### config.mk
export PLATFORM = sky130hd
export DESIGN_NAME = vga_display_top
export DESIGN_NICKNAME = d
export VERILOG_FILES = /design/src/common/vga_pkg.sv /design/src/display/pixel_shifter.sv /design/src/display/vram_fetch.sv /design/src/logic/vga_display_top.sv /design/src/logic/vga_output.sv /design/src/logic/vga_timing.sv
export SDC_FILE = /design/constraint.sdc
export NUM_CORES = 1
export LEC_CHECK = 0
export ABC_AREA = 1
export BUFFER_PORTS_ARGS = -buffer_cell sky130_fd_sc_hd__buf_2
export CAP_MARGIN = 0
export CORE_ASPECT_RATIO = 1.2
export CORE_MARGIN = 3
export CORE_UTILIZATION = 50
export CTS_CLUSTER_DIAMETER = 40
export DETAILED_ROUTE_END_ITERATION = 6
export GPL_ROUTABILITY_DRIVEN = 0
export PLACE_DENSITY = 0.69
export SETUP_SLACK_MARGIN = 0.15
export SLEW_MARGIN = 30
export SYNTH_ARGS = -nofsm -noshare
export SYNTH_HDL_FRONTEND = slang
export SYNTH_SLANG_ARGS = --single-unit
### constraint.sdc
create_clock -name vga_clk -period 3.14 [get_ports vga_clk]
set_clock_uncertainty 0.2 [all_clocks]
set_input_delay 0.157 -clock vga_clk [delete_from_list [all_inputs] [get_ports vga_clk]]
set_output_delay 0.157 -clock vga_clk [all_outputs]
set_load 0.01 [all_outputs]
### src/common/vga_pkg.sv
// VGA scan-out package with shared widths and scan and VRAM structs
`default_nettype none

package vga_pkg;

   //////////////////////////////////////////////////
   // Widths

   // Raster counters, both axes
   localparam int coord_w = 11;

   // VRAM word address
   localparam int vram_addr_w = 15;

   // VRAM word, also pixels per word
   localparam int vram_data_w = 32;

   //////////////////////////////////////////////////
   // Scan state, one word per pixel clock

   typedef struct packed {
      logic active;          // Visible area
      logic in_box;          // Frame buffer window
      logic in_border;       // One-pixel frame around the box
      logic hsync;           // High inside sync interval
      logic vsync;
      logic frame_start;     // First cycle of a frame
      logic box_word_start;  // First pixel of a 32-pixel group
   } scan_t;

   //////////////////////////////////////////////////
   // VRAM read traffic

   typedef struct packed {
      logic [vram_addr_w-1:0] addr;
   } vram_req_t;

   typedef struct packed {
      logic [vram_data_w-1:0] data;
   } vram_rsp_t;

endpackage

`default_nettype wire

### src/display/pixel_shifter.sv
// Pixel shifter, unpacks each VRAM word into 32 box pixels LSB first
`timescale 1ns/10ps
`default_nettype none

module pixel_shifter (
   input  wire                             vga_clk,
   input  wire                             reset,
   input  wire vga_pkg::scan_t             scan,
   input  wire                             word_valid,
   input  wire [vga_pkg::vram_data_w-1:0]  word_data,
   output logic                            word_ready,
   output logic                            pixel,
   output vga_pkg::scan_t                  scan_d,
   output logic                            underrun
);
   import vga_pkg::*;

   logic [vram_data_w-1:0] shift_q;
   logic [vram_data_w-1:0] load_word;

   //////////////////////////////////////////////////
   // Word pull

   // One word taken at the start of each group
   assign word_ready = scan.box_word_start;

   // Missing word shows as black
   assign load_word = word_valid ? word_data : '0;

   //////////////////////////////////////////////////
   // Pixel and scan alignment

   always_ff @(posedge vga_clk or posedge reset) begin
      if (reset) begin
         pixel    <= 1'b0;
         scan_d   <= '0;
         underrun <= 1'b0;
      end else begin
         // Same delay as pixel
         scan_d <= scan;
         if (scan.box_word_start) begin
            // First pixel of the group is bit 0
            pixel <= load_word[0];
            // Sticky until reset
            if (!word_valid)
               underrun <= 1'b1;
         end else begin
            pixel <= shift_q[0];
         end
      end
   end

   // Remaining bits move down one per pixel
   always_ff @(posedge vga_clk) begin
      if (scan.box_word_start)
         shift_q <= load_word >> 1;
      else
         shift_q <= shift_q >> 1;
   end

endmodule

`default_nettype wire

### src/display/vram_fetch.sv
// VRAM fetch engine, sequential word reads into a two-word prefetch buffer
`timescale 1ns/10ps
`default_nettype none

module vram_fetch (
   input  wire                              vga_clk,
   input  wire                              reset,
   input  wire                              frame_start,
   output logic                             vram_req_valid,
   output vga_pkg::vram_req_t               vram_req,
   input  wire                              vram_req_ready,
   input  wire                              vram_rsp_valid,
   input  wire vga_pkg::vram_rsp_t          vram_rsp,
   output logic                             word_valid,
   output logic [vga_pkg::vram_data_w-1:0]  word_data,
   input  wire                              word_ready
);
   import vga_pkg::*;

   logic [vram_data_w-1:0] word_buf [2];
   logic                   wr_ptr, rd_ptr;
   logic [1:0]             count;
   logic                   pending;
   logic                   drop;
   logic [vram_addr_w-1:0] next_addr;
   logic                   req_fire, rsp_keep, pop, launch;

   //////////////////////////////////////////////////
   // Handshakes

   assign req_fire = vram_req_valid && vram_req_ready;
   // Stale answers from the previous frame are thrown away
   assign rsp_keep = vram_rsp_valid && !drop && !frame_start;
   assign pop      = word_valid && word_ready;

   // Nothing in flight and room left for the answer
   assign launch = !vram_req_valid && !pending && (count != 2'd2) && !frame_start;

   assign word_valid = (count != 2'd0);
   assign word_data  = word_buf[rd_ptr];

   always_ff @(posedge vga_clk or posedge reset) begin
      if (reset) begin
         vram_req_valid <= 1'b0;
         pending        <= 1'b0;
         drop           <= 1'b0;
         count          <= 2'd0;
         wr_ptr         <= 1'b0;
         rd_ptr         <= 1'b0;
         next_addr      <= '0;
      end else begin
         // Valid held until the slave takes it
         if (launch)
            vram_req_valid <= 1'b1;
         else if (req_fire)
            vram_req_valid <= 1'b0;
         // One request outstanding
         if (req_fire)
            pending <= 1'b1;
         else if (vram_rsp_valid)
            pending <= 1'b0;
         // Mark whatever is still in flight at frame start
         if (frame_start)
            drop <= (pending && !vram_rsp_valid) || vram_req_valid;
         else if (vram_rsp_valid)
            drop <= 1'b0;
         // Buffer and address restart each frame
         if (frame_start) begin
            count     <= 2'd0;
            wr_ptr    <= 1'b0;
            rd_ptr    <= 1'b0;
            next_addr <= '0;
         end else begin
            if (rsp_keep)
               wr_ptr <= ~wr_ptr;
            if (pop)
               rd_ptr <= ~rd_ptr;
            count <= count + 2'(rsp_keep) - 2'(pop);
            if (launch)
               next_addr <= next_addr + 1'b1;
         end
      end
   end

   // Payload, qualified by count and valid
   always_ff @(posedge vga_clk) begin
      if (rsp_keep)
         word_buf[wr_ptr] <= vram_rsp.data;
      if (launch)
         vram_req.addr <= next_addr;
   end

endmodule

`default_nettype wire

### src/logic/vga_display_top.sv
// VGA display top, timing, VRAM fetch, pixel shifter and output stage
`timescale 1ns/10ps
`default_nettype none

module vga_display_top #(
   parameter int H_DISP     = 1280,
   parameter int H_FPORCH   = 16,
   parameter int H_SYNC     = 100,
   parameter int H_BPORCH   = 200,
   parameter int V_DISP     = 1024,
   parameter int V_FPORCH   = 1,
   parameter int V_SYNC     = 3,
   parameter int V_BPORCH   = 38,
   parameter int BOX_WIDTH  = 768,
   parameter int BOX_HEIGHT = 896
) (
   input  wire                      vga_clk,
   input  wire                      reset,
   output logic                     vram_req_valid,
   output vga_pkg::vram_req_t       vram_req,
   input  wire                      vram_req_ready,
   input  wire                      vram_rsp_valid,
   input  wire vga_pkg::vram_rsp_t  vram_rsp,
   output logic                     vga_r,
   output logic                     vga_g,
   output logic                     vga_b,
   output logic                     vga_hsync,
   output logic                     vga_vsync,
   output logic                     vga_blank,
   output logic                     underrun
);
   import vga_pkg::*;

   scan_t                  scan;
   scan_t                  scan_d;
   logic                   word_valid;
   logic [vram_data_w-1:0] word_data;
   logic                   word_ready;
   logic                   pixel;

   //////////////////////////////////////////////////
   // Raster timing

   vga_timing #(
      .H_DISP(H_DISP), .H_FPORCH(H_FPORCH), .H_SYNC(H_SYNC), .H_BPORCH(H_BPORCH),
      .V_DISP(V_DISP), .V_FPORCH(V_FPORCH), .V_SYNC(V_SYNC), .V_BPORCH(V_BPORCH),
      .BOX_WIDTH(BOX_WIDTH), .BOX_HEIGHT(BOX_HEIGHT)
   ) timing0 (
      .vga_clk(vga_clk), .reset(reset), .scan(scan)
   );

   //////////////////////////////////////////////////
   // Data path

   // Address restarts on each frame
   vram_fetch fetch0 (
      .vga_clk(vga_clk), .reset(reset), .frame_start(scan.frame_start),
      .vram_req_valid(vram_req_valid), .vram_req(vram_req),
      .vram_req_ready(vram_req_ready),
      .vram_rsp_valid(vram_rsp_valid), .vram_rsp(vram_rsp),
      .word_valid(word_valid), .word_data(word_data), .word_ready(word_ready)
   );

   pixel_shifter shifter0 (
      .vga_clk(vga_clk), .reset(reset), .scan(scan),
      .word_valid(word_valid), .word_data(word_data), .word_ready(word_ready),
      .pixel(pixel), .scan_d(scan_d), .underrun(underrun)
   );

   vga_output output0 (
      .vga_clk(vga_clk), .reset(reset), .scan_d(scan_d), .pixel(pixel),
      .vga_r(vga_r), .vga_g(vga_g), .vga_b(vga_b),
      .vga_hsync(vga_hsync), .vga_vsync(vga_vsync), .vga_blank(vga_blank)
   );

endmodule

`default_nettype wire

### src/logic/vga_output.sv
// VGA output stage, registers color, syncs and blank for the pins
`timescale 1ns/10ps
`default_nettype none

module vga_output (
   input  wire             vga_clk,
   input  wire             reset,
   input  wire vga_pkg::scan_t scan_d,
   input  wire             pixel,
   output logic            vga_r,
   output logic            vga_g,
   output logic            vga_b,
   output logic            vga_hsync,
   output logic            vga_vsync,
   output logic            vga_blank
);
   import vga_pkg::*;

   logic  color;

   //////////////////////////////////////////////////
   // Pin registers

   always_ff @(posedge vga_clk or posedge reset) begin
      if (reset) begin
         color     <= 1'b0;
         vga_hsync <= 1'b1;
         vga_vsync <= 1'b1;
         vga_blank <= 1'b0;
      end else begin
         // Box pixel, border white, rest black
         color     <= scan_d.in_box ? pixel : scan_d.in_border;
         // Syncs are active low
         vga_hsync <= ~scan_d.hsync;
         vga_vsync <= ~scan_d.vsync;
         // Blank low outside the visible area
         vga_blank <= scan_d.active;
      end
   end

   // Monochrome, same bit on all guns
   assign vga_r = color;
   assign vga_g = color;
   assign vga_b = color;

endmodule

`default_nettype wire

### src/logic/vga_timing.sv
// VGA raster timing generator with sync, visible area, box and border decode
`timescale 1ns/10ps
`default_nettype none

module vga_timing #(
   parameter int H_DISP     = 1280,
   parameter int H_FPORCH   = 16,
   parameter int H_SYNC     = 100,
   parameter int H_BPORCH   = 200,
   parameter int V_DISP     = 1024,
   parameter int V_FPORCH   = 1,
   parameter int V_SYNC     = 3,
   parameter int V_BPORCH   = 38,
   parameter int BOX_WIDTH  = 768,
   parameter int BOX_HEIGHT = 896
) (
   input  wire             vga_clk,
   input  wire             reset,
   output vga_pkg::scan_t  scan
);
   import vga_pkg::*;

   // Total periods
   localparam int h_total = H_DISP + H_FPORCH + H_SYNC + H_BPORCH;
   localparam int v_total = V_DISP + V_FPORCH + V_SYNC + V_BPORCH;

   // Box centered in the visible area
   localparam int h_box_lo = (H_DISP - BOX_WIDTH) / 2;
   localparam int h_box_hi = h_box_lo + BOX_WIDTH;
   localparam int v_box_lo = (V_DISP - BOX_HEIGHT) / 2;
   localparam int v_box_hi = v_box_lo + BOX_HEIGHT;

   // Low column bits that pick a pixel inside one word
   localparam int word_bits = $clog2(vram_data_w);

   logic [coord_w-1:0] h_cnt;
   logic [coord_w-1:0] v_cnt;
   logic [coord_w-1:0] h_rel;
   logic               line_end;
   logic               h_box, v_box;
   logic               h_edge, v_edge;
   logic               h_span, v_span;
   scan_t              scan_nxt;

   //////////////////////////////////////////////////
   // Counters

   assign line_end = (h_cnt == coord_w'(h_total - 1));

   always_ff @(posedge vga_clk or posedge reset) begin
      if (reset) begin
         h_cnt <= '0;
         v_cnt <= '0;
      end else if (line_end) begin
         h_cnt <= '0;
         // Vertical steps once per line
         if (v_cnt == coord_w'(v_total - 1))
            v_cnt <= '0;
         else
            v_cnt <= v_cnt + 1'b1;
      end else begin
         h_cnt <= h_cnt + 1'b1;
      end
   end

   //////////////////////////////////////////////////
   // Decode

   assign h_box  = (h_cnt >= h_box_lo) && (h_cnt < h_box_hi);
   assign v_box  = (v_cnt >= v_box_lo) && (v_cnt < v_box_hi);

   // Column or row just outside the box
   assign h_edge = (int'(h_cnt) == h_box_lo - 1) || (h_cnt == h_box_hi);
   assign v_edge = (int'(v_cnt) == v_box_lo - 1) || (v_cnt == v_box_hi);

   // Box extent grown by one, so corners are covered
   assign h_span = (int'(h_cnt) >= h_box_lo - 1) && (h_cnt <= h_box_hi);
   assign v_span = (int'(v_cnt) >= v_box_lo - 1) && (v_cnt <= v_box_hi);

   // Column inside the box
   assign h_rel = h_cnt - coord_w'(h_box_lo);

   always_comb begin
      scan_nxt.active    = (h_cnt < H_DISP) && (v_cnt < V_DISP);
      scan_nxt.in_box    = scan_nxt.active && h_box && v_box;
      scan_nxt.in_border = scan_nxt.active && ((h_edge && v_span) || (v_edge && h_span));
      scan_nxt.hsync     = (h_cnt >= H_DISP + H_FPORCH) &&
                           (h_cnt < H_DISP + H_FPORCH + H_SYNC);
      scan_nxt.vsync     = (v_cnt >= V_DISP + V_FPORCH) &&
                           (v_cnt < V_DISP + V_FPORCH + V_SYNC);
      scan_nxt.frame_start    = (h_cnt == '0) && (v_cnt == '0);
      scan_nxt.box_word_start = scan_nxt.in_box && (h_rel[word_bits-1:0] == '0);
   end

   // Scan word one cycle behind the counters
   always_ff @(posedge vga_clk or posedge reset) begin
      if (reset)
         scan <= '0;
      else
         scan <= scan_nxt;
   end

endmodule

`default_nettype wire

---- Word-level counts from Yosys, hierarchy flattened ----
Memory sizes are Yosys's and may differ from the RTL's.
Index checks and enable logic that the tools add are counted.
storage, ports and cells
  input port bits ......................... 36
  RAM bits ................................ 64
  output and inout port bits .............. 23
  flip-flop bits (word level) ............. 108
  memories ................................ 1
operators by class
  bitwise gates (word level) .............. 5
  equality and inequality tests ........... 7
  muxes and demuxes ....................... 20
  $add $sub $neg .......................... 6
  reduce and logical (&&, ||, !) cells .... 42
  order comparisons ....................... 14
memory list
  memory           depth  width  read ports  clocked after Yosys merged registers in  wr ports  line              text
  fetch0.word_buf  2      32     1           0                                        1         vram_fetch.sv:20  logic [vram_data_w-1:0] word_buf [2];
operators by type and width
  kind                   count
  $lt 11x11->1 const B   5
  $eq 11x11->1 const B   3
  $mux 32                1
  $mux 31                1
  $mux 15                2
  $add 11x1->11 const B  2
  $ge 11x11->1 const B   2
  $logic_and 1x1->1      22
  $logic_not 11->1       2
  $mux 11                2
  $add 15x1->15 const B  1
  $reduce_bool 2->1      7
  $mux 1                 13
  $eq 11x10->1 const B   1
  $eq 11x7->1 const B    1
  $eq 11x9->1 const B    1
  $ge 11x6->1 const B    1
  $ge 11x7->1 const B    1
  $ge 11x8->1 const B    1
  $ge 11x9->1 const B    1
  $le 11x10->1 const B   1
  $le 11x11->1 const B   1
  $lt 11x10->1 const B   1
  $logic_not 1->1        5
  9 further kinds        16

---- Depth between registers and ports, before layout ----
Gate-level depths: netlist of run 1.
  depth after elaboration ................. 6
  gate-level depth with buffers ........... 10
  gate-level depth less buffers ........... 10

---- Cells and area by module ----
A second synthesis of run 1 with hierarchy kept.
second synthesis, totals
  cell total of the unflattened synthesis .. 678
  area, all modules ....................... 7220.7 µm²
modules (own cells, without submodules)
  module         sequential area each (µm²)  cells an instance  area each (µm²)  times used
  vram_fetch     2922.8                      275                3985.1           1
  vga_timing     725.7                       236                1720.4           1
  pixel_shifter  845.8                       154                1371.3           1
  vga_output     102.6                       13                 143.9            1

---- Worst setup path before layout of run 1 ----
Ideal clock, no wire load.
  path type ............................... register to register
  start point ............................. register fetch0.drop
  end point ............................... memory fetch0.word_buf[0][0] (enable)
  setup time .............................. 0.421 ns
  arrival time ............................ 2.078 ns
  required time ........................... 2.519 ns
  period minus slack after synthesis ...... 2.699 ns
  cell stages (with the launch flop) ...... 6
  setup slack ............................. 0.441 ns
  path buffers ............................ 0
  path through ............................ dfrtp_1 -> nor2_1 -> inv_1 -> nor2_1 -> inv_1 -> nor2_1
on the way
  cells in the longest elaborated chain, start to end .. 5
ends and longest elaborated chain
  what                             line              text
  from (decl)                      vram_fetch.sv:24  logic drop;
  from (signal assigned)           vram_fetch.sv:64  drop <= (pending && !vram_rsp_valid) || vram_req_valid;
  $logic_not 1->1                  vram_fetch.sv:33  assign rsp_keep = vram_rsp_valid && !drop && !frame_start;
  $logic_and 1x1->1 (2 in series)  vram_fetch.sv:33
  $mux 1                           vram_fetch.sv:87  if (rsp_keep)
  $mux 1 (implied by the code)     vram_fetch.sv:88  word_buf[wr_ptr] <= vram_rsp.data;
  to (decl)                        vram_fetch.sv:20
Every way passes these cells.

---- Worst setup path after layout of run 1 ----
  start point ............................. register, netlist name timing0.scan[1]
  end point ............................... register fetch0.next_addr[1]
on the way
  cells in the longest elaborated chain, start to end .. 3
ends and longest elaborated chain
  what                         line              text
  $logic_not 1->1              vram_fetch.sv:37  assign launch = !vram_req_valid && !pending && (count != 2'd2) && !frame_start;
  $logic_and 1x1->1            vram_fetch.sv:37
  via fetch0.launch            vram_fetch.sv:26  logic req_fire, rsp_keep, pop, launch;
  $reduce_bool 2->1 (no line)  n/a
  to (signal assigned)         vram_fetch.sv:80  next_addr <= next_addr + 1'b1;
  to (decl)                    vram_fetch.sv:25  logic [vram_addr_w-1:0] next_addr;
The timed path passes the listed nets, and every way through them passes these cells.
A chain may end at the register's enable or synchronous reset.

==> run_results.csv, run 1 <==
group,metric,value,unit
global_routing,overflow,0,
pwr,powerDensity,639,mW/mm^2
place,place_ws,1.07,ns
global_routing,grt_pass1_vias,4912,
synthesis,seq_area_frac_synth,65.5,%
worst_setup_path,worstPathArrival,2.16,ns
pwr,seqPwrFrac,50.9,%
final_layout,multi_input_area,0.00195,mm^2
pwr,intPower,4.08,mW
final_layout,design_area,0.00837,mm^2
synthesis,netlist_instances,662,
place,placed_area,0.00741,mm^2
worst_setup_path,cp_max_fo,18,
worst_setup_path,crit_path_start_kind,"flop",
synthesis,yosysUniqueCellTypes,40,
synthesis,synth_area,0.00694,mm^2
synthesis,synth_top_cell_area_share,34.2,%
drt,wire_per_inst,14.5,um
synthesis,yosysWarningCount,0,
sta,report.final.slew_viol_count,0,
synthesis,synthMuxAreaShare,0.451,%
hold_path,hold_start,"timing0.scan[5]",
worst_setup_path,worstReg2RegStart,"timing0.scan[1]",
place,io_buffers,58,
sta,rsz0062_at_grt,"false",
drt,routed_wl,13700,um
worst_setup_path,cp-end-kind,"flop",
sta,period_share,65.6,%
final_layout,drive_above_1_share,16.9,%
final_layout,num-nets-final,805,
clock_network,cts_tree,"yes",
final_layout,fillCellCount,1055,
clock_network,clock-root-buffer,"clkbuf_16",
floorplan,die-area,0.0153,mm^2
floorplan,core-area,0.0134,mm^2
worst_setup_path,critical_path_class,"reg -> reg",
sta,tns,0,ns
clock_network,htreeDepth,4,
drt,vias,4872,
hold_path,hold_class,"reg -> reg",
global_routing,grt_max_degree,63,
run,drv_cap,0,
synthesis,syn_area_per_cell,10.5,um^2
synthesis,synthTopCellsByArea,"edfxtp_1 34%, dfrtp_1 22%, dfxtp_1 8.9%, nor2_1 6.1%, nand2_1 5.1%",
sta,fin_crit,2.06,ns
synthesis,yosys-top-cells-count,"113 x nor2_1, 94 x nand2_1, 86 x inv_1, 79 x edfxtp_1, 60 x dfrtp_1",
clock_network,cts.sinks,172,
synthesis,yosys.cell_count.top_type,"nor2_1",
synthesis,syn_nets,706,
synthesis,synth-xor-area-share,1.14,%
hold_path,holdPathStages,0,
pwr,ir_drop,0.401,mV
clock_network,numCtsBuffers,17,
synthesis,synth_top_family_by_area,"simple AND/OR/NAND/NOR gates",
final_layout,ff_latch_area,0.00455,mm^2
sta,relSlewSlack,47.8,%
worst_setup_path,crit_required,3.24,ns
floorplan,rows,46,
status,status,"completed",
clock_network,cts.clk_slew.worst_paths,0.06,ns
pwr,p_sw,1.27,mW
place,placed_cells,874,
worst_setup_path,r2r_setup_slack,1.08,ns
synthesis,synth_compound_area_share,7.64,%
floorplan,initial_core_util,51.8,%
pwr,cellLeakagePower,3.58,nW
floorplan,dieWidth,114,um
final_layout,stdcell_count,942,
synthesis,synth-main-ff-cell,"edfxtp_1",
synthesis,synth_edf_count,79,
sta,clock.fmax,486,MHz
worst_setup_path,reg2reg_depth,4,
worst_setup_path,setup.worst_path.start,"timing0.scan[1]",
synthesis,async_flop_share,36.0,%
synthesis,synth_fa_ha_area_share,1.44,%
synthesis,yosys.area.top_type,"edfxtp_1",
drt,drt_iter0_drc,424,
clock_network,clk_latency,0.42,ns
drt,drt_pass1_iterations,7,
sta,hold_viol,0,
clock_network,clk_path_buf_depth,2,
global_routing,grt.total_usage,18.9,%
floorplan,ios,59,
drt,drc,0,
global_routing,antenna_found_initial,0,
sta,worst_pin_slew,0.783,ns
floorplan,die_h,135,um
sta,setup_viol,0,
pwr,combPwrFrac,10.5,%
pwr,p_sw_share,23.7,%
final_layout,syn2layout_area_growth,20.6,%
global_routing,grt_pass1_wl,23000,um
synthesis,synth-simple-area-share,17.2,%
place,hpwl,8920,um
final_layout,diodes,0,
synthesis,synth_seq_cells,172,
sta,whs,0.150,ns
sta,final.setup.worst_slack,1.08,ns
pwr,pwr-share-clk,38.5,%
drt,viasPerCell,5.17,
drt,ant_nets,0,
## cells by family after synthesis
logic type / after synthesis
simple gates: 276
compound gates: 77
fa+ha+maj: 8
xor+xnor: 9
flops: 172
mux: 3
buf+inv: 117
## flip-flops by register name (all words and copies together) (netlist names), 5 cells and up
name,count
timing0.v_cnt,11
fetch0.word_buf,64
timing0.h_cnt,11
fetch0.vram_req,15
shifter0.scan_d,5
timing0.scan,7
fetch0.next_addr,15
shifter0.shift_q,31
## per-stage QoR
| stage | utilization (%) | power, mW |
|---|---|---|
| finish | 62.4 | 5.35 |
| global route | 62.4 | 5.57 |
| CTS | 62.4 | 5.40 |
| detailed placement | 55.3 | 3.29 |
| global placement | 55.3 | 3.25 |
| floorplan | - | 3.05 |
## power by group through the flow
stage	logic, mW	registers, mW	clock network [mW]
final	0.562	2.72	2.06
after CTS	0.572	2.72	2.11
after global placement	0.499	2.75	0
after floorplan	0.270	2.79	0
after detailed placement	0.524	2.76	0
after global routing	0.630	2.74	2.20
## final timing paths
| path | to |
|---|---|
| worst min-delay path | shifter0.scan_d[5] |
| min in group asynchronous | fetch0.next_addr[7] |
| worst min register to register | shifter0.scan_d[5] |
| worst max-delay path | fetch0.next_addr[1] |
| worst max register to register | fetch0.next_addr[1] |
| max in group asynchronous | timing0.scan[3] |
## routing by layer
layer  vias up  global-route usage (%)  share of wire (%)
met2        97                    32.4                 52
li1       2395                       -                  -
met3        19                    4.98                3.9
met1      2361                    23.2                 43
met5         -                       0                  0
met4         0                    6.21                1.7
## worst max-delay path, stage by stage (launching register included)
cell      delay (ns)
dfrtp_1         0.41
clkinv_1        0.43
nand2_1         0.28
inv_1           0.30
a22o_1          0.31
## layout by cell type (no fill, tap or decap), drive strengths merged
master	Yosys	final
bufinv	0	1
o32ai	29	29
a21o	1	1
and2	1	1
o21bai	2	2
ha	8	8
dfxtp	31	31
nand3	26	26
clkinvlp	0	2
buf	12	66
a31o	1	1
a31oi	2	2
o21ai	26	26
nor4	2	2
a22o	1	1
dlygate4sd3	0	36
nor3	9	9
a21oi	12	12
dfrtp	60	60
nand4	14	14
clkbuf	10	28
xnor2	4	4
xor2	5	5
dfstp	2	2
mux2i	2	2
nor2	124	124
inv	94	95
nand2	99	99
clkinv	1	1
nor3b	1	1
o22ai	3	3
edfxtp	79	79
mux2	1	1
## cell type report
class	count	area share [%]
tap	168	2.51
inverter	95	4.26
timing repair buffer	102	8.49
sequential	172	54.3
clock buffer	28	6.55
multi-input combinational	373	23.3
clock inverter	4	0.613
## repair_timing
action | CTS | global route
gates resized for setup | 0 | 0
setup buffers | 0 | 0
endpoints found under the hold margin | 128 | 0
hold buffers | 36 | 0
Power figures use the tool's default switching activity.
==> run 2, diff against run 1 <==
--- a/config.mk
+++ b/config.mk
@@ -14,7 +14,7 @@
 export CTS_CLUSTER_DIAMETER = 40
 export DETAILED_ROUTE_END_ITERATION = 6
 export GPL_ROUTABILITY_DRIVEN = 0
-export PLACE_DENSITY = 0.69
+export PLACE_DENSITY = 0.71
 export SETUP_SLACK_MARGIN = 0.15
 export SLEW_MARGIN = 30
 export SYNTH_ARGS = -nofsm -noshare
==> constraint.sdc (replaced) <==
create_clock -name vga_clk -period 1.8 [get_ports vga_clk]
set_clock_uncertainty 0.2 [all_clocks]
set_input_delay 0.09 -clock vga_clk [delete_from_list [all_inputs] [get_ports vga_clk]]
set_output_delay 0.09 -clock vga_clk [all_outputs]
set_load 0.01 [all_outputs]
==> run 2 against run 1 <==
Against the previous run: final cell count up 3.2%; critical path type unchanged; hold slack got worse by 0.11 ns; cell area increased by 7.0%; clock power increased by 85%; die area unchanged; first-iteration DRC count is 13% lower.
==> run_results.csv, run 2 (synthesis gave the netlist of run 1 again) <==
group,metric,value,unit
final_layout,final_core_util,66.8,%
sta,report.final.slew_viol_count,0,
clock_network,clk_latency,0.43,ns
drt,ant_nets,0,
pwr,seqPwrFrac,47.7,%
global_routing,antenna_found_initial,0,
drt,routed_wl,15300,um
floorplan,ios,59,
sta,worst_pin_slew,0.495,ns
floorplan,rows,46,
floorplan,die-area,0.0153,mm^2
sta,setup_viol,0,
final_layout,diodes,0,
place,io_buffers,58,
final_layout,regMostFlops,"fetch0.word_buf",
clock_network,htreeDepth,4,
sta,whs,0.0357,ns
final_layout,largest_register_ffs,64,
worst_setup_path,worstReg2RegStart,"fetch0.count[1]",
drt,drc,0,
sta,relSlewSlack,67.0,%
final_layout,drive_above_1_share,25.1,%
drt,viasPerCell,5.22,
pwr,p_sw,2.51,mW
clock_network,cts.sinks,172,
worst_setup_path,crit_required,1.91,ns
clock_network,numCtsBuffers,17,
global_routing,grt_pass1_wl,23400,um
hold_path,hold_class,"in -> async",
floorplan,dieWidth,114,um
pwr,ir_drop,0.797,mV
final_layout,top_regs,"fetch0.word_buf x64, shifter0.shift_q x31",
global_routing,gr-max-usage-layer,"met2",
pwr,combPwrFrac,14.1,%
worst_setup_path,cp-end-kind,"flop",
global_routing,grt_max_degree,43,
worst_setup_path,crit_path_start_kind,"flop",
worst_setup_path,critical_path_class,"reg -> reg",
floorplan,die_h,135,um
final_layout,num-nets-final,835,
pwr,intPower,7.50,mW
pwr,pwr-share-clk,38.2,%
floorplan,core-area,0.0134,mm^2
pwr,p_sw_share,25.1,%
floorplan,initial_core_util,51.8,%
sta,hold_viol,0,
worst_setup_path,reg2reg_depth,6,
global_routing,grt.met2_usage,34.6,%
clock_network,cts.clk_slew.worst_paths,0.06,ns
worst_setup_path,worstSetupEndpoint,"fetch0.count[1]",
final_layout,layout_commonest_cell,"nor2_1",
drt,vias,5076,
final_layout,syn2layout_area_growth,29.0,%
sta,period_share,99.7,%
worst_setup_path,r2r_setup_slack,0.005,ns
run,drv_cap,0,
drt,wire_per_inst,15.7,um
global_routing,grt_use_met3,5.24,%
pwr,powerDensity,1120,mW/mm^2
global_routing,met1_usage,22.9,%
sta,clock.fmax,557,MHz
global_routing,grt.total_usage,19.5,%
clock_network,clock-root-buffer,"clkbuf_16",
drt,drt_iter0_drc,369,
global_routing,grt_pass1_vias,4903,
drt,drt_pass1_iterations,5,
worst_setup_path,setup.worst_path.start,"fetch0.count[1]",
status,status,"completed",
worst_setup_path,cp_max_fo,3,
clock_network,clk_path_buf_depth,2,
worst_setup_path,worstPathArrival,1.90,ns
clock_network,cts_tree,"yes",
sta,fin_crit,1.80,ns
worst_setup_path,worstReg2RegEnd,"fetch0.count[1]",
place,hpwl,9310,um
pwr,cellLeakagePower,3.75,nW
global_routing,overflow,0,
final_layout,fillCellCount,1022,
sta,rsz0062_at_grt,"true",
final_layout,final_cell_mix,"107 x nor2_1, 90 x nand2_1, 79 x edfxtp_1",
run 2: cell types whose count changed in the layout (fill, tap and decap cells not counted), moves of 5 or more:
cell	previous run	this run
ha_1	8	2
inv_2	9	14
inv_1	85	77
buf_4	8	23
dfrtp_2	0	10
buf_12	0	7
dfrtp_1	60	50
clkbuf_8	6	0
clkinvlp_4	2	8
buf_6	0	5
run 2: worst min path at each step:
stage / depth (start not counted) / slack [ns] / endpoint
floorplan: 1 / -0.01 / fetch0.vram_req_valid
global placement: 2 / -0.06 / fetch0.next_addr[14]
detailed placement: 2 / -0.05 / fetch0.next_addr[14]
CTS: 3 / 0.04 / fetch0.next_addr[14]
global route: 3 / 0.06 / fetch0.next_addr[14]
finish: 3 / 0.04 / fetch0.next_addr[14]
run 2: layout make-up:
type                       instances  area (um^2)  share of cell area (%)
inverter                          95          370                    4.14
timing repair buffer             132         1100                    12.3
tap                              168          210                    2.35
sequential                       172         4560                    50.9
clock inverter                    14          193                    2.15
clock buffer                      18          429                    4.79
multi-input combinational        373         2100                    23.4
run 2: repair_timing:
item | 4_1_cts | 5_1_grt
buffers inserted | 6 | 14
gates cloned | 1 | 3
hold buffers | 35 | 0
gates resized for setup | 14 | 38
pin swaps | 3 | 15
hold endpoints to repair | 130 | 0
endpoints found under the setup margin | 54 | 93
run 2: worst max-delay path, stage by stage, from the launching register on:
cell	delay [ns]
dfrtp_2	0.44
o21ai_4	0.17
inv_2	0.07
ha_4	0.16
xnor2_1	0.31
xor2_2	0.23
nor2_1	0.09
run 2: per-stage QoR:
stage               worst slack [ns]  power (mW)  std cells  setup TNS (ns)  instance area (um^2)
floorplan                    -0.0593        5.35        662           -1.90                  6980
global placement               0.151        5.78        881               0                  7570
detailed placement            0.0854        5.85        881               0                  7570
CTS                            0.148        9.81        955               0                  8660
global route                 -0.0285        10.4        972         -0.0285                  8950
finish                       0.00461        10.0        972               0                  8950
run 2: power by group through the flow:
stage | Combinational (mW) | Sequential [mW] | Clock, mW
4_1_cts | 1.19 | 4.75 | 3.88
5_1_grt | 1.52 | 4.80 | 4.06
6_report | 1.41 | 4.77 | 3.82
2_1_floorplan | 0.489 | 4.86 | 0
3_3_place_gp | 0.980 | 4.80 | 0
3_5_place_dp | 1.02 | 4.83 | 0
run 2: per-layer routing:
layer / part of all wire, % / up-vias
met2: 54 / 131
met3: 4.3 / 20
met5: 0 / -
li1: - / 2462
met1: 40 / 2463
met4: 1.5 / 0
==> run 3, diff against run 2 <==
--- a/config.mk
+++ b/config.mk
@@ -15,6 +15,7 @@
 export DETAILED_ROUTE_END_ITERATION = 6
 export GPL_ROUTABILITY_DRIVEN = 0
 export PLACE_DENSITY = 0.71
+export RECOVER_POWER = 100
 export SETUP_SLACK_MARGIN = 0.15
 export SLEW_MARGIN = 30
 export SYNTH_ARGS = -nofsm -noshare
==> run 3 against run 2 <==
Against the previous run: routed wire length fell by 0.24%; core utilization is 1.1 points lower; hold slack better by 0.12 ns; critical path depth did not move; count of clock-buffer cells in the layout unchanged; combinational power decreased by 5%; die area did not move; worst setup slack gained 0.0021 ns; register-to-register slack barely moved; critical endpoint unchanged; sequential cell count did not move; final cell count unchanged; via count is 0.75% lower.
==> run_results.csv, run 3 (synthesis gave the netlist of run 1 again) <==
group,metric,value,unit
worst_setup_path,cp_max_fo,3,
pwr,powerDensity,1130,mW/mm^2
clock_network,clk_path_buf_depth,2,
clock_network,cts.sinks,172,
final_layout,syn2layout_area_growth,26.9,%
worst_setup_path,crit_required,1.91,ns
global_routing,grt_pass1_vias,4903,
sta,report.final.slew_viol_count,0,
sta,hold_viol,0,
final_layout,ff_latch_area,0.00456,mm^2
final_layout,fillCellCount,1062,
sta,relSlewSlack,33.5,%
clock_network,clock-root-buffer,"clkbuf_16",
run,drv_cap,0,
floorplan,core-area,0.0134,mm^2
worst_setup_path,worstPathArrival,1.91,ns
worst_setup_path,critical_path_class,"reg -> reg",
global_routing,antenna_found_initial,0,
worst_setup_path,r2r_setup_slack,0.007,ns
worst_setup_path,crit_path_start_kind,"flop",
drt,drt_pass1_iterations,7,
worst_setup_path,worstReg2RegStart,"fetch0.count[1]",
pwr,seqPwrFrac,47.9,%
sta,clock.fmax,558,MHz
sta,rsz0062_at_grt,"true",
pwr,pwr-share-clk,38.6,%
global_routing,grt_pass1_wl,23400,um
worst_setup_path,cp-end-kind,"flop",
global_routing,overflow,0,
global_routing,grt_max_degree,43,
sta,period_share,99.6,%
floorplan,ios,59,
floorplan,die-area,0.0153,mm^2
final_layout,largest_register_ffs,64,
pwr,ir_drop,0.794,mV
clock_network,htreeDepth,4,
pwr,combPwrFrac,13.5,%
global_routing,grt.total_usage,19.5,%
floorplan,rows,46,
pwr,cellLeakagePower,3.59,nW
sta,whs,0.156,ns
floorplan,dieWidth,114,um
final_layout,layout_commonest_cell,"nor2_1",
final_layout,diodes,0,
drt,vias,5038,
floorplan,initial_core_util,51.8,%
final_layout,top_regs,"fetch0.word_buf x64, shifter0.shift_q x31",
drt,drt_iter0_drc,394,
drt,drc,0,
final_layout,final_cell_mix,"110 x nor2_1, 93 x nand2_1, 79 x inv_1, 79 x edfxtp_1, 52 x dfrtp_1",
final_layout,num-nets-final,835,
drt,viasPerCell,5.18,
final_layout,regMostFlops,"fetch0.word_buf",
clock_network,numCtsBuffers,17,
final_layout,drive_above_1_share,17.4,%
floorplan,die_h,135,um
sta,setup_viol,0,
place,io_buffers,58,
pwr,p_sw_share,25.4,%
status,status,"completed",
worst_setup_path,worstReg2RegEnd,"fetch0.count[1]",
hold_path,hold_class,"in -> async",
drt,wire_per_inst,15.7,um
worst_setup_path,reg2reg_depth,6,
place,hpwl,9310,um
drt,routed_wl,15200,um
clock_network,clk_latency,0.43,ns
final_layout,multi_input_area,0.00206,mm^2
pwr,intPower,7.43,mW
drt,ant_nets,0,
pwr,p_sw,2.52,mW
clock_network,cts.clk_slew.worst_paths,0.06,ns
sta,fin_crit,1.79,ns
sta,tns,0,ns
clock_network,cts_tree,"yes",
sta,worst_pin_slew,0.992,ns
run 3: cell types whose count changed in the layout (fill, tap and decap cells not counted), moves of 3 or more:
cell,delta
nand2_2,-3
clkbuf_1,+50
nand2_1,+3
o21ai_1,-5
clkbuf_2,+4
o21ai_0,+5
buf_2,-51
nor2_1,+3
run 3: stage by stage:
stage                     instances  cell area (um^2)  setup WS (ns)  total power, mW  utilization, %
after detailed placement        881              7570         0.0854             5.85            56.4
after global placement          881              7570          0.151             5.78            56.4
after CTS                       955              8660          0.148             9.81            64.6
after global routing            972              8810        -0.0304             10.3            65.7
after floorplan                 662              6980        -0.0593             5.35               -
final                           972              8810        0.00671             9.95            65.7
run 3: metal layers:
layer / GRT usage (%) / up-vias / wire, um
li1: - / 2461 / -
met1: 22.9 / 2455 / 6250
met2: 34.6 / 100 / 8250
met3: 5.24 / 22 / 480
met4: 6.41 / 0 / 255
met5: 0 / - / 0
run 3: area by class of cell:
| type | count | area share [%] |
|---|---|---|
| timing repair buffer | 132 | 11.3 |
| tap | 168 | 2.39 |
| clock buffer | 18 | 4.87 |
| clock inverter | 14 | 2.19 |
| sequential | 172 | 51.7 |
| multi-input combinational | 373 | 23.4 |
| inverter | 95 | 4.17 |
run 3: critical path, stage by stage (launching register included):
cell and delay [ns]:
dfrtp_2 0.44, o21ai_4 0.17, inv_2 0.07, ha_4 0.16, xnor2_1 0.31, xor2_2 0.23, nor2_1 0.09
run 3: worst max path at each step:
stage / startpoint / end / slack [ns]
floorplan: fetch0.drop / fetch0.word_buf[0][0] / -0.06
global placement: fetch0.drop / fetch0.word_buf[0][8] / 0.15
detailed placement: fetch0.count[1] / fetch0.count[1] / 0.09
CTS: fetch0.count[0] / fetch0.count[1] / 0.15
global route: fetch0.count[1] / fetch0.rd_ptr / -0.03
finish: fetch0.count[1] / fetch0.count[1] / 0.007
run 3: timing repair:
action / in CTS / in global routing
gates cloned: 1 / 3
pin swaps: 3 / 15
gates resized for setup: 14 / 38
hold endpoints to repair: 130 / 0
hold buffers: 35 / 0
buffers inserted: 6 / 14
setup endpoints to repair: 54 / 93
run 3: power by group through the flow:
stage          logic (mW)  clock network, mW  registers, mW
5_1_grt              1.45               4.06           4.80
4_1_cts              1.19               3.88           4.75
3_5_place_dp         1.02                  0           4.83
2_1_floorplan       0.489                  0           4.86
3_3_place_gp        0.980                  0           4.80
6_report             1.34               3.84           4.77
